--- config.mk ---
export PLATFORM = sky130hd
export DESIGN_NAME = miniCore
export DESIGN_NICKNAME = d
export VERILOG_FILES = /design/src/verilog/miniCorePkg.sv /design/src/verilog/miniCoreRfIf.sv /design/src/verilog/miniCore.sv /design/src/verilog/miniCoreDecode.sv /design/src/verilog/miniCoreExe.sv /design/src/verilog/miniCoreRf.sv
export VERILOG_INCLUDE_DIRS = /design/src /design/src/include
export SDC_FILE = /design/constraint.sdc
export NUM_CORES = 2
export LEC_CHECK = 0
export ABC_CLOCK_PERIOD_IN_PS = 5000
export BUFFER_PORTS_ARGS = -buffer_cell sky130_fd_sc_hd__buf_2
export CAP_MARGIN = 0
export CORE_MARGIN = 4
export CORE_UTILIZATION = 40
export DETAILED_ROUTE_END_ITERATION = 12
export PLACE_DENSITY = 0.55
export SETUP_SLACK_MARGIN = 0.15
export SLEW_MARGIN = 20
export SYNTH_ARGS = -nofsm -noshare
export SYNTH_HDL_FRONTEND = slang
export SYNTH_SLANG_ARGS = --single-unit
--- constraint.sdc ---
create_clock -name Clock -period 5 [get_ports Clock]
set_clock_uncertainty 0.05 [all_clocks]
set_input_delay 1 -clock Clock [delete_from_list [all_inputs] [get_ports Clock]]
set_output_delay 1 -clock Clock [all_outputs]
set_load 0.005 [all_outputs]
--- src/include/miniCoreCfg_cfg.svh ---
// Mini core sizing and opcode constants, included by the package, interface and RTL modules
`ifndef MINI_CORE_CFG_SVH
`define MINI_CORE_CFG_SVH

// ----------------------------------------
// Datapath sizing
// ----------------------------------------
// Integer register and data width
`define MINI_CORE_XLEN 32
// Highest architectural register index
`define MINI_CORE_RF_MSB 31
// Bits needed to name one register
`define MINI_CORE_REG_W 5

// ----------------------------------------
// Major opcodes
// ----------------------------------------
// Register to register group
`define MINI_CORE_OPC_OP 7'b0110011
// Register with immediate group
`define MINI_CORE_OPC_OPIMM 7'b0010011

`endif

--- src/verilog/miniCorePkg.sv ---
// Shared mini core types, imported by decode, execute and the top level
`default_nettype none

`include "miniCoreCfg_cfg.svh"

package miniCorePkg;

    // ----------------------------------------
    // Instruction formats
    // ----------------------------------------
    // Register to register layout
    typedef struct packed {
        logic [6:0]                  funct7;
        logic [`MINI_CORE_REG_W-1:0] rs2;
        logic [`MINI_CORE_REG_W-1:0] rs1;
        logic [2:0]                  funct3;
        logic [`MINI_CORE_REG_W-1:0] rd;
        logic [6:0]                  opcode;
    } t_rFmt;

    // Register with immediate layout
    typedef struct packed {
        logic [11:0]                 imm;
        logic [`MINI_CORE_REG_W-1:0] rs1;
        logic [2:0]                  funct3;
        logic [`MINI_CORE_REG_W-1:0] rd;
        logic [6:0]                  opcode;
    } t_iFmt;

    // One word, two views
    typedef union packed {
        t_rFmt rFmt;
        t_iFmt iFmt;
    } t_instr;

    // ----------------------------------------
    // Execute control
    // ----------------------------------------
    // Immediate forms share the register form ALU codes
    typedef enum logic [3:0] {
        ALU_NOP,
        ALU_ADD,
        ALU_SUB,
        ALU_AND,
        ALU_OR,
        ALU_XOR,
        ALU_SLT,
        ALU_SLL,
        ALU_SRL
    } t_aluOp;

    // Decode to execute bundle at Q101H
    typedef struct packed {
        logic                        valid;
        logic                        regWrEn;
        logic [`MINI_CORE_REG_W-1:0] regDst;
        logic [`MINI_CORE_REG_W-1:0] regSrc1;
        logic [`MINI_CORE_REG_W-1:0] regSrc2;
        t_aluOp                      aluOp;
        logic                        useImm;
    } t_exeCtrl;

endpackage

`default_nettype wire

--- src/verilog/miniCoreRfIf.sv ---
// Register file read indexes and Q104H write port shared by decode, register file and execute
`timescale 1ns/1ns
`default_nettype none

`include "miniCoreCfg_cfg.svh"

interface miniCoreRfIf;

    // Read indexes from decode
    logic [`MINI_CORE_REG_W-1:0] regSrc1Q101H;
    logic [`MINI_CORE_REG_W-1:0] regSrc2Q101H;

    // Write port from execute, never aimed at x0
    logic                        regWrEnQ104H;
    logic [`MINI_CORE_REG_W-1:0] regDstQ104H;
    logic [`MINI_CORE_XLEN-1:0]  regWrDataQ104H;

    modport decodeMp (output regSrc1Q101H, output regSrc2Q101H);

    modport rfMp (input regSrc1Q101H, input regSrc2Q101H,
                  input regWrEnQ104H, input regDstQ104H, input regWrDataQ104H);

    modport exeMp (output regWrEnQ104H, output regDstQ104H, output regWrDataQ104H);

endinterface

`default_nettype wire
--- src/verilog/miniCore.sv ---
// Mini core pipeline top, connects decode, register file and execute behind plain ports
`timescale 1ns/1ns
`default_nettype none

`include "miniCoreCfg_cfg.svh"

module miniCore
    import miniCorePkg::*;
(
    input  wire                         Clock,
    input  wire                         arstN,
    input  wire                         instrValidQ100H,
    input  wire [`MINI_CORE_XLEN-1:0]   instrQ100H,
    input  wire [`MINI_CORE_XLEN-1:0]   pcQ100H,
    output logic                        wbValidQ104H,
    output logic [`MINI_CORE_REG_W-1:0] wbDstQ104H,
    output logic [`MINI_CORE_XLEN-1:0]  wbDataQ104H,
    output logic [`MINI_CORE_XLEN-1:0]  wbPcQ104H
);

    // ----------------------------------------
    // Stage to stage wiring
    // ----------------------------------------
    // Decode to register file and execute
    t_exeCtrl                   exeCtrlQ101H;
    logic [`MINI_CORE_XLEN-1:0] pcQ101H;
    logic [`MINI_CORE_XLEN-1:0] immediateQ101H;
    // Register file to execute
    logic [`MINI_CORE_XLEN-1:0] pcQ102H;
    logic [`MINI_CORE_XLEN-1:0] immediateQ102H;
    logic [`MINI_CORE_XLEN-1:0] regRdData1Q102H;
    logic [`MINI_CORE_XLEN-1:0] regRdData2Q102H;

    // Read indexes and writeback port
    miniCoreRfIf rfIf ();

    miniCoreDecode decode_i (
        .Clock           (Clock),
        .arstN           (arstN),
        .instrValidQ100H (instrValidQ100H),
        .instrQ100H      (instrQ100H),
        .pcQ100H         (pcQ100H),
        .exeCtrlQ101H    (exeCtrlQ101H),
        .pcQ101H         (pcQ101H),
        .immediateQ101H  (immediateQ101H),
        .rfIf            (rfIf.decodeMp)
    );

    miniCoreRf rf_i (
        .Clock           (Clock),
        .arstN           (arstN),
        .pcQ101H         (pcQ101H),
        .immediateQ101H  (immediateQ101H),
        .pcQ102H         (pcQ102H),
        .immediateQ102H  (immediateQ102H),
        .regRdData1Q102H (regRdData1Q102H),
        .regRdData2Q102H (regRdData2Q102H),
        .rfIf            (rfIf.rfMp)
    );

    miniCoreExe exe_i (
        .Clock           (Clock),
        .arstN           (arstN),
        .exeCtrlQ101H    (exeCtrlQ101H),
        .pcQ102H         (pcQ102H),
        .immediateQ102H  (immediateQ102H),
        .regRdData1Q102H (regRdData1Q102H),
        .regRdData2Q102H (regRdData2Q102H),
        .wbValidQ104H    (wbValidQ104H),
        .wbDstQ104H      (wbDstQ104H),
        .wbDataQ104H     (wbDataQ104H),
        .wbPcQ104H       (wbPcQ104H),
        .rfIf            (rfIf.exeMp)
    );

endmodule

`default_nettype wire

--- src/verilog/miniCoreDecode.sv ---
// Decode stage, registers the incoming word and builds read indexes, immediate and execute control
`timescale 1ns/1ns
`default_nettype none

`include "miniCoreCfg_cfg.svh"

module miniCoreDecode
    import miniCorePkg::*;
(
    input  wire                        Clock,
    input  wire                        arstN,
    input  wire                        instrValidQ100H,
    input  var t_instr                 instrQ100H,
    input  wire [`MINI_CORE_XLEN-1:0]  pcQ100H,
    output t_exeCtrl                   exeCtrlQ101H,
    output logic [`MINI_CORE_XLEN-1:0] pcQ101H,
    output logic [`MINI_CORE_XLEN-1:0] immediateQ101H,
    miniCoreRfIf.decodeMp              rfIf
);

    logic   validQ101H;
    t_instr instrQ101H;
    logic   isOpQ101H;
    logic   isOpImmQ101H;
    t_aluOp aluOpQ101H;

    // ----------------------------------------
    // Q100H to Q101H registers
    // ----------------------------------------
    always_ff @(posedge Clock or negedge arstN) begin
        if (!arstN) begin
            validQ101H <= 1'b0;
        end else begin
            validQ101H <= instrValidQ100H;
        end
    end

    // Word and Pc simply follow the strobe
    always_ff @(posedge Clock) begin
        instrQ101H <= instrQ100H;
        pcQ101H    <= pcQ100H;
    end

    // ----------------------------------------
    // Opcode and funct decode
    // ----------------------------------------
    // Opcode sits in the same bits in both views
    assign isOpQ101H    = (instrQ101H.rFmt.opcode == `MINI_CORE_OPC_OP);
    assign isOpImmQ101H = (instrQ101H.iFmt.opcode == `MINI_CORE_OPC_OPIMM);

    always_comb begin
        aluOpQ101H = ALU_NOP;
        if (isOpQ101H) begin
            case ({instrQ101H.rFmt.funct7, instrQ101H.rFmt.funct3})
                {7'b0000000, 3'b000}: aluOpQ101H = ALU_ADD;
                {7'b0100000, 3'b000}: aluOpQ101H = ALU_SUB;
                {7'b0000000, 3'b111}: aluOpQ101H = ALU_AND;
                {7'b0000000, 3'b110}: aluOpQ101H = ALU_OR;
                {7'b0000000, 3'b100}: aluOpQ101H = ALU_XOR;
                {7'b0000000, 3'b010}: aluOpQ101H = ALU_SLT;
                {7'b0000000, 3'b001}: aluOpQ101H = ALU_SLL;
                {7'b0000000, 3'b101}: aluOpQ101H = ALU_SRL;
                default:              aluOpQ101H = ALU_NOP;
            endcase
        end else if (isOpImmQ101H) begin
            // No shift immediates in this slice
            case (instrQ101H.iFmt.funct3)
                3'b000:  aluOpQ101H = ALU_ADD;
                3'b111:  aluOpQ101H = ALU_AND;
                3'b110:  aluOpQ101H = ALU_OR;
                3'b100:  aluOpQ101H = ALU_XOR;
                3'b010:  aluOpQ101H = ALU_SLT;
                default: aluOpQ101H = ALU_NOP;
            endcase
        end
    end

    // ----------------------------------------
    // Control bundle and immediate
    // ----------------------------------------
    always_comb begin
        exeCtrlQ101H.valid   = validQ101H;
        // Unknown encodings become a NOP without a write
        exeCtrlQ101H.regWrEn = (aluOpQ101H != ALU_NOP);
        // Destination and first source share bits in both views
        exeCtrlQ101H.regDst  = instrQ101H.rFmt.rd;
        exeCtrlQ101H.regSrc1 = instrQ101H.rFmt.rs1;
        // Immediate forms read only one source
        exeCtrlQ101H.regSrc2 = isOpQ101H ? instrQ101H.rFmt.rs2 : '0;
        exeCtrlQ101H.aluOp   = aluOpQ101H;
        exeCtrlQ101H.useImm  = isOpImmQ101H;
    end

    // Sign extended I-type immediate
    assign immediateQ101H = {{(`MINI_CORE_XLEN-12){instrQ101H.iFmt.imm[11]}},
                             instrQ101H.iFmt.imm};

    // Read indexes go straight to the register file
    assign rfIf.regSrc1Q101H = exeCtrlQ101H.regSrc1;
    assign rfIf.regSrc2Q101H = exeCtrlQ101H.regSrc2;

    // Immediate group has no subtract and no right shift
    opImmAluOpOk: assert property (@(posedge Clock) disable iff (!arstN)
        (validQ101H && isOpImmQ101H) |-> !(aluOpQ101H inside {ALU_SUB, ALU_SRL}))
        else $error("OP-IMM decoded to SUB or SRL");

endmodule

`default_nettype wire

--- src/verilog/miniCoreExe.sv ---
// Execute stage with forwarding and ALU, piping the result through Q103H to the Q104H writeback
`timescale 1ns/1ns
`default_nettype none

`include "miniCoreCfg_cfg.svh"

module miniCoreExe
    import miniCorePkg::*;
(
    input  wire                         Clock,
    input  wire                         arstN,
    input  var t_exeCtrl                exeCtrlQ101H,
    input  wire [`MINI_CORE_XLEN-1:0]   pcQ102H,
    input  wire [`MINI_CORE_XLEN-1:0]   immediateQ102H,
    input  wire [`MINI_CORE_XLEN-1:0]   regRdData1Q102H,
    input  wire [`MINI_CORE_XLEN-1:0]   regRdData2Q102H,
    output logic                        wbValidQ104H,
    output logic [`MINI_CORE_REG_W-1:0] wbDstQ104H,
    output logic [`MINI_CORE_XLEN-1:0]  wbDataQ104H,
    output logic [`MINI_CORE_XLEN-1:0]  wbPcQ104H,
    miniCoreRfIf.exeMp                  rfIf
);

    t_exeCtrl                    ctrlQ102H;
    logic                        wrEnQ102H;
    logic [`MINI_CORE_XLEN-1:0]  opAQ102H;
    logic [`MINI_CORE_XLEN-1:0]  fwdData2Q102H;
    logic [`MINI_CORE_XLEN-1:0]  opBQ102H;
    logic [`MINI_CORE_XLEN-1:0]  aluOutQ102H;
    logic                        wrEnQ103H;
    logic [`MINI_CORE_REG_W-1:0] dstQ103H;
    logic [`MINI_CORE_XLEN-1:0]  resultQ103H;
    logic [`MINI_CORE_XLEN-1:0]  pcQ103H;
    logic                        wrEnQ104H;
    logic [`MINI_CORE_REG_W-1:0] dstQ104H;
    logic [`MINI_CORE_XLEN-1:0]  dataQ104H;
    logic [`MINI_CORE_XLEN-1:0]  pcQ104H;

    // ----------------------------------------
    // Control into Q102H
    // ----------------------------------------
    always_ff @(posedge Clock or negedge arstN) begin
        if (!arstN) begin
            ctrlQ102H <= '0;
        end else begin
            ctrlQ102H <= exeCtrlQ101H;
        end
    end

    // Real write only, x0 dropped here
    assign wrEnQ102H = ctrlQ102H.valid && ctrlQ102H.regWrEn && (ctrlQ102H.regDst != '0);

    // ----------------------------------------
    // Forwarding
    // ----------------------------------------
    // Youngest producer first, then Q104H, then register file
    // A match implies src is not x0 since x0 never gets wrEn
    function automatic logic [`MINI_CORE_XLEN-1:0] fwdSel(
        input logic [`MINI_CORE_REG_W-1:0] src,
        input logic [`MINI_CORE_XLEN-1:0]  rfData
    );
        logic [`MINI_CORE_XLEN-1:0] data;
        if (wrEnQ103H && (src == dstQ103H)) begin
            data = resultQ103H;
        end else if (wrEnQ104H && (src == dstQ104H)) begin
            data = dataQ104H;
        end else begin
            data = rfData;
        end
        return data;
    endfunction

    always_comb begin
        opAQ102H      = fwdSel(ctrlQ102H.regSrc1, regRdData1Q102H);
        fwdData2Q102H = fwdSel(ctrlQ102H.regSrc2, regRdData2Q102H);
        opBQ102H      = ctrlQ102H.useImm ? immediateQ102H : fwdData2Q102H;
    end

    // ----------------------------------------
    // ALU
    // ----------------------------------------
    always_comb begin
        case (ctrlQ102H.aluOp)
            ALU_ADD: aluOutQ102H = opAQ102H + opBQ102H;
            ALU_SUB: aluOutQ102H = opAQ102H - opBQ102H;
            ALU_AND: aluOutQ102H = opAQ102H & opBQ102H;
            ALU_OR:  aluOutQ102H = opAQ102H | opBQ102H;
            ALU_XOR: aluOutQ102H = opAQ102H ^ opBQ102H;
            // Signed compare
            ALU_SLT: aluOutQ102H = {{(`MINI_CORE_XLEN-1){1'b0}},
                                    ($signed(opAQ102H) < $signed(opBQ102H))};
            // Shift amount from low 5 bits only
            ALU_SLL: aluOutQ102H = opAQ102H << opBQ102H[4:0];
            ALU_SRL: aluOutQ102H = opAQ102H >> opBQ102H[4:0];
            default: aluOutQ102H = '0;
        endcase
    end

    // ----------------------------------------
    // Q103H and Q104H registers
    // ----------------------------------------
    always_ff @(posedge Clock or negedge arstN) begin
        if (!arstN) begin
            wrEnQ103H <= 1'b0;
            wrEnQ104H <= 1'b0;
        end else begin
            wrEnQ103H <= wrEnQ102H;
            wrEnQ104H <= wrEnQ103H;
        end
    end

    always_ff @(posedge Clock) begin
        dstQ103H    <= ctrlQ102H.regDst;
        resultQ103H <= aluOutQ102H;
        pcQ103H     <= pcQ102H;
        dstQ104H    <= dstQ103H;
        dataQ104H   <= resultQ103H;
        pcQ104H     <= pcQ103H;
    end

    // Same registers feed the write port and the wb outputs
    assign rfIf.regWrEnQ104H   = wrEnQ104H;
    assign rfIf.regDstQ104H    = dstQ104H;
    assign rfIf.regWrDataQ104H = dataQ104H;
    assign wbValidQ104H        = wrEnQ104H;
    assign wbDstQ104H          = dstQ104H;
    assign wbDataQ104H         = dataQ104H;
    assign wbPcQ104H           = pcQ104H;

    wbDstKnown: assert property (@(posedge Clock) disable iff (!arstN)
        wbValidQ104H |-> !$isunknown(wbDstQ104H))
        else $error("writeback with unknown destination");

endmodule

`default_nettype wire

--- src/verilog/miniCoreRf.sv ---
// Register file stage, reads sources at Q101H with write bypass and registers operands into Q102H
`timescale 1ns/1ns
`default_nettype none

`include "miniCoreCfg_cfg.svh"

module miniCoreRf (
    input  wire                        Clock,
    input  wire                        arstN,
    input  wire [`MINI_CORE_XLEN-1:0]  pcQ101H,
    input  wire [`MINI_CORE_XLEN-1:0]  immediateQ101H,
    output logic [`MINI_CORE_XLEN-1:0] pcQ102H,
    output logic [`MINI_CORE_XLEN-1:0] immediateQ102H,
    output logic [`MINI_CORE_XLEN-1:0] regRdData1Q102H,
    output logic [`MINI_CORE_XLEN-1:0] regRdData2Q102H,
    miniCoreRfIf.rfMp                  rfIf
);

    // x0 has no storage
    logic [`MINI_CORE_RF_MSB:1][`MINI_CORE_XLEN-1:0] regs;
    logic [`MINI_CORE_XLEN-1:0]                      regRdData1Q101H;
    logic [`MINI_CORE_XLEN-1:0]                      regRdData2Q101H;

    // ----------------------------------------
    // Storage write
    // ----------------------------------------
    // Execute already filtered out x0 destinations
    always_ff @(posedge Clock) begin
        if (rfIf.regWrEnQ104H) begin
            regs[rfIf.regDstQ104H] <= rfIf.regWrDataQ104H;
        end
    end

    // ----------------------------------------
    // Read ports
    // ----------------------------------------
    // One read port with x0 and Q104H bypass
    function automatic logic [`MINI_CORE_XLEN-1:0] readPort(
        input logic [`MINI_CORE_REG_W-1:0] src
    );
        logic [`MINI_CORE_XLEN-1:0] data;
        if (src == '0) begin
            data = '0;
        end else if (rfIf.regWrEnQ104H && (src == rfIf.regDstQ104H)) begin
            // Same cycle write not yet in storage
            data = rfIf.regWrDataQ104H;
        end else begin
            data = regs[src];
        end
        return data;
    endfunction

    always_comb begin
        regRdData1Q101H = readPort(rfIf.regSrc1Q101H);
        regRdData2Q101H = readPort(rfIf.regSrc2Q101H);
    end

    // ----------------------------------------
    // Q101H to Q102H registers
    // ----------------------------------------
    // Payload only, advances every cycle
    always_ff @(posedge Clock) begin
        pcQ102H         <= pcQ101H;
        immediateQ102H  <= immediateQ101H;
        regRdData1Q102H <= regRdData1Q101H;
        regRdData2Q102H <= regRdData2Q101H;
    end

    // Write port from execute must name a real register
    wrDstValid: assert property (@(posedge Clock) disable iff (!arstN)
        rfIf.regWrEnQ104H |-> (!$isunknown(rfIf.regDstQ104H) && (rfIf.regDstQ104H != '0)))
        else $error("register write to x0 or unknown index");

endmodule

`default_nettype wire

==> results_tabular.tex <==
\begin{tabular}{lr}
\hline
Metric & Value \\
\hline
\multicolumn{2}{l}{\textbf{CTS}} \\
\quad Depth of the CTS H-tree & 4 \\
\quad Clock Tree Buf Depth & 3 \\
\quad Clock latency of the later-clocked register in the worst-skew pair & 0.82 ns \\
\quad Library cell used as clock root buffer & sky130\_fd\_sc\_hd\_\_clkbuf\_16 \\
\quad Clock Sink Count & 1327 \\
\quad Hold buffers post-CTS & 0 \\
\quad Clock edge transition at the registers on the reported setup and hold paths & approximately 0.06 ns \\
\quad Clock tree from TritonCTS & yes \\
\quad TritonCTS Buffers & 148 \\
\multicolumn{2}{l}{\textbf{Route}} \\
\quad Number of remaining DRC errors & 0 \\
\quad Post-DRT Antenna Nets & 0 \\
\quad Drt first-iter violations & 7010 \\
\quad Average wire per cell in the routed design & between 30 and 40 um \\
\quad Count of vias placed by the detailed router & 50.7k \\
\quad Number of iterations in the first detailed-routing pass & 6 \\
\quad Routed wire length & approximately 250 mm \\
\quad Mean number of vias per cell & 6.36 \\
\multicolumn{2}{l}{\textbf{Worst setup path}} \\
\quad Worst-case register-to-register setup slack & around 0.30 ns \\
\quad Maximum single-stage delay on the critical path & roughly 0.50 ns \\
\quad Master of the slowest instance on the critical path & sky130\_fd\_sc\_hd\_\_or4\_1 \\
\quad Start-to-end type of the worst setup path & flop to flop \\
\quad WP depth & 21 \\
\quad Maximum fanout along the worst path & 14 \\
\quad Data arrival time of the critical path & between 5 and 6 ns \\
\quad Req. time, crit path & 5.60 ns \\
\quad CP top delay family & simple AND/OR/NAND/NOR gates \\
\quad Nature of the critical path endpoint & flop \\
\quad R2R Path Start & exe\_i.ctrlQ102H[5] \\
\quad List of cells traversed by the critical path & xnor2\_2, nand4\_1, or2\_4, buf\_6, buf\_4, a211oi\_1, a21o\_1, inv\_1, ha\_2, or3\_1, a2bb2oi\_1, or4\_1, nand2\_1, o211ai\_1, a211oi\_1, buf\_4, o31ai\_2, mux2i\_1, nand2\_1, o2111a\_1, o311ai\_0 \\
\quad FF-to-FF path depth & 21 \\
\quad Worst r2r dst & exe\_i.resultQ103H[29] \\
\quad Setup crit start kind & flop \\
\quad Bufs and invs on worst path & 4 \\
\multicolumn{2}{l}{\textbf{Die}} \\
\quad Site Rows & 148 \\
\quad Initial Utilization & 0.402 \\
\quad Die W & 413 um \\
\quad Ports placed on the boundary & 137 \\
\quad Chip height & 413 um \\
\quad Die outline area & between 0.15 and 0.2 mm2 \\
\quad Core Region & 0.163 mm2 \\
\multicolumn{2}{l}{\textbf{Global route}} \\
\quad Total track usage & 0.290 \\
\quad Global-route wire length before repair & about 360 mm \\
\quad Vias in the first global route & 49.3k \\
\quad Number of antenna violations at the first check in global routing & 4 \\
\quad Pin count of the biggest net entering global routing & between 80 and 90 \\
\quad Total congestion overflow & 0 \\
\multicolumn{2}{l}{\textbf{STA}} \\
\quad RSZ-0062 raised after global routing & no \\
\quad Min Clock Period, post-route & 4.70 ns \\
\quad Sum of negative setup slack & 0 ns \\
\quad Worst rel slew slack & 0.221 \\
\quad Fin crit share & 0.941 \\
\quad Highest achievable clock rate & 213 MHz \\
\quad Setup-failing EPs final & 0 \\
\quad Transition time at the pin with the least slew margin & 1.16 ns \\
\quad Count of final max-slew check failures & 0 \\
\quad Hold Fails Final Rpt & 0 \\
\multicolumn{2}{l}{\textbf{Worst hold path}} \\
\quad Class of the tightest hold or removal check & input pin to asynchronous set/reset pin \\
\multicolumn{2}{l}{\textbf{Synthesis}} \\
\quad Post-synth design cell area & about 0.066 mm2 \\
\quad Sequential fraction of the synthesis area & 0.559 \\
\quad Flip-flop and latch count after synthesis & 1327 \\
\quad Area share of the leading cell type in the synthesized netlist & 0.455 \\
\quad Count of yosys warnings during synthesis & 0 \\
\quad Count of mapped cells out of synthesis & around 5.4k \\
\quad Most area-consuming cells after synthesis & sky130\_fd\_sc\_hd\_\_edfxtp\_1 (45\%), sky130\_fd\_sc\_hd\_\_mux4\_2 (9.9\%), sky130\_fd\_sc\_hd\_\_dfxtp\_1 (9.5\%), sky130\_fd\_sc\_hd\_\_nand2\_1 (4.5\%), sky130\_fd\_sc\_hd\_\_mux2i\_1 (2.6\%) \\
\quad Number of flops mapped to enable cells by yosys & 992 \\
\quad Cell taking the most area after synthesis & sky130\_fd\_sc\_hd\_\_edfxtp\_1 \\
\quad Mean instance size in the synthesized netlist & 12.0 um2 \\
\quad Synthesized net count & about 5.6k \\
\quad Unique cell type count in the Yosys netlist & 96 \\
\quad Share of synthesized registers carrying an async set or reset & 0.0188 \\
\quad Top FF cell, synth & sky130\_fd\_sc\_hd\_\_edfxtp\_1 \\
\multicolumn{2}{l}{\textbf{Placed design}} \\
\quad Input/output buffers & 136 \\
\quad Placed cell count & about 7.7k \\
\quad Placer congestion estimate & around 0.96 \\
\quad Placed wire-length estimate & 161 mm \\
\multicolumn{2}{l}{\textbf{Pwr}} \\
\quad Sequential Power Share & 0.480 \\
\quad Worst-case vdd ir drop & 0.346 mV \\
\quad Internal portion of total power & 19.2 mW \\
\quad Share of total power consumed by net switching & 0.243 \\
\quad Lkg Pwr & 26.1 nW \\
\quad Fraction of power consumed by the clock network & 0.438 \\
\quad Power density normalized to cell area & 332 mW/mm2 \\
\quad Net switching power & 6.14 mW \\
\quad Combinational power share & 0.083 \\
\multicolumn{2}{l}{\textbf{Final layout}} \\
\quad Synth-to-Final Area Change & 16.2\% \\
\quad Register with the most flip-flops & rf\_i.regs \\
\quad Fill cell instance count of the final layout & 14.6k \\
\quad Max FFs per register & 992 \\
\quad Sequential cell area & 0.0367 mm2 \\
\quad Total area of multi-input combinational cells & 0.0274 mm2 \\
\quad Final \#Nets & 5833 \\
\quad Share of post-route cells with drive strength above 1 & 0.228 \\
\quad Number of standard cells in the layout, taps in and fillers out & about 8.0k \\
\multicolumn{2}{l}{\textbf{Run status}} \\
\quad Run status & completed \\
\multicolumn{2}{l}{\textbf{Job}} \\
\quad Max\_cap viols & 0 \\
\hline
\end{tabular}
==> cell families after synthesis <==
kind of cell | share of synthesized area
AO/OA/AOI/OAI | 0.125
XOR/XNOR | 0.00720
adder cells (fa/ha/maj) | 0.0186
buffers and inverters | 0.0329
flip-flops | 0.559
multiplexers | 0.145
AND/OR/NAND/NOR | 0.112
==> per-layer routing <==
metal	up-vias	track usage	part of all wire	routed length, um
met5	-	0	0	0
li1	21400	-	-	-
met3	641	0.0675	0.10	26100
met1	25500	0.392	0.40	99800
met4	0	0.154	0.061	15300
met2	3175	0.434	0.44	110000
==> how the worst max path moves through the flow <==
| stage | slack [ns] | end | from |
|---|---|---|---|
| 3_3_place_gp | 0.003 | exe_i.resultQ103H[30] | exe_i.ctrlQ102H[5] |
| 3_5_place_dp | 0.03 | exe_i.resultQ103H[30] | exe_i.ctrlQ102H[9] |
| 4_1_cts | 0.05 | exe_i.resultQ103H[30] | exe_i.ctrlQ102H[5] |
| 5_1_grt | 0.09 | exe_i.resultQ103H[30] | exe_i.ctrlQ102H[5] |
| 2_1_floorplan | 0.15 | exe_i.resultQ103H[30] | exe_i.ctrlQ102H[5] |
| 6_report | 0.30 | exe_i.resultQ103H[29] | exe_i.ctrlQ102H[5] |
==> cell usage in the layout, fill, tap and decap left out, drive strengths merged, types with 32 or more instances in the layout <==
cell    instances
a22o           34
dfxtp         310
ha             96
a22oi          44
clkinv         59
mux2i         173
nand2         779
edfxtp        992
o21ai         178
nor2b          80
nor2          306
clkbuf        193
nand3         172
a211oi        157
mux4          289
a311oi        129
a31oi          77
a21oi         262
and3           40
a222oi         32
mux2          111
xnor2          49
nor3          167
inv           118
buf           520
==> through the flow <==
stage | setup slack [ns] | power, mW | area, um2 | hold slack (ns) | util
floorplan | 0.155 | 13.5 | 65500 | 0.260 | -
global placement | 0.00280 | 14.4 | 70700 | 0.260 | 0.435
detailed placement | 0.0324 | 14.4 | 70800 | 0.262 | 0.435
CTS | 0.0531 | 25.4 | 75700 | 0.180 | 0.465
global route | 0.0948 | 26.1 | 76100 | 0.198 | 0.468
finish | 0.297 | 25.3 | 76100 | 0.192 | 0.468
==> final cells by class <==
cell class                 instances  area share
antenna                            3   0.0000986
clock buffer                     193      0.0543
clock inverter                    81      0.0107
inverter                         109     0.00554
multi-input combinational       3563       0.360
sequential                      1327       0.482
tap                             2175      0.0357
timing repair buffer             520      0.0519
==> synth_stat cells, types with 26 or more instances <==
cell type and count:
sky130_fd_sc_hd__a31oi_1 76, sky130_fd_sc_hd__nor2_1 304, sky130_fd_sc_hd__o211ai_1 30, sky130_fd_sc_hd__xnor2_1 48, sky130_fd_sc_hd__o2111ai_1 26, sky130_fd_sc_hd__or2_2 27
sky130_fd_sc_hd__o221ai_1 26, sky130_fd_sc_hd__dfxtp_1 310, sky130_fd_sc_hd__ha_1 96, sky130_fd_sc_hd__a222oi_1 32, sky130_fd_sc_hd__and3_1 40, sky130_fd_sc_hd__buf_2 28
sky130_fd_sc_hd__a311oi_1 129, sky130_fd_sc_hd__mux2i_1 173, sky130_fd_sc_hd__o21ai_0 173, sky130_fd_sc_hd__nand2_1 779, sky130_fd_sc_hd__nor2b_1 80, sky130_fd_sc_hd__inv_1 102
sky130_fd_sc_hd__edfxtp_1 992, sky130_fd_sc_hd__mux2_2 111, sky130_fd_sc_hd__nand3_1 171, sky130_fd_sc_hd__clkbuf_1 332, sky130_fd_sc_hd__mux4_2 289, sky130_fd_sc_hd__a22oi_1 44
sky130_fd_sc_hd__buf_1 69, sky130_fd_sc_hd__a22o_1 34, sky130_fd_sc_hd__a211oi_1 157, sky130_fd_sc_hd__a21oi_1 262, sky130_fd_sc_hd__nor3_1 165
==> power by group through the flow <==
| stage | clock network, mW | logic (mW) | registers [mW] |
|---|---|---|---|
| floorplan | 0 | 1.13 | 12.3 |
| global placement | 0 | 2.02 | 12.4 |
| detailed placement | 0 | 2.01 | 12.4 |
| CTS | 11.2 | 2.02 | 12.1 |
| global route | 11.7 | 2.21 | 12.1 |
| finish | 11.1 | 2.09 | 12.1 |
==> repair_timing <==
item,in CTS,in global routing
setup endpoints to repair,6,20
gates resized for setup,7,60
pin swaps,2,18
setup buffers,0,7
Note: power is estimated with default switching activity, not from simulation.
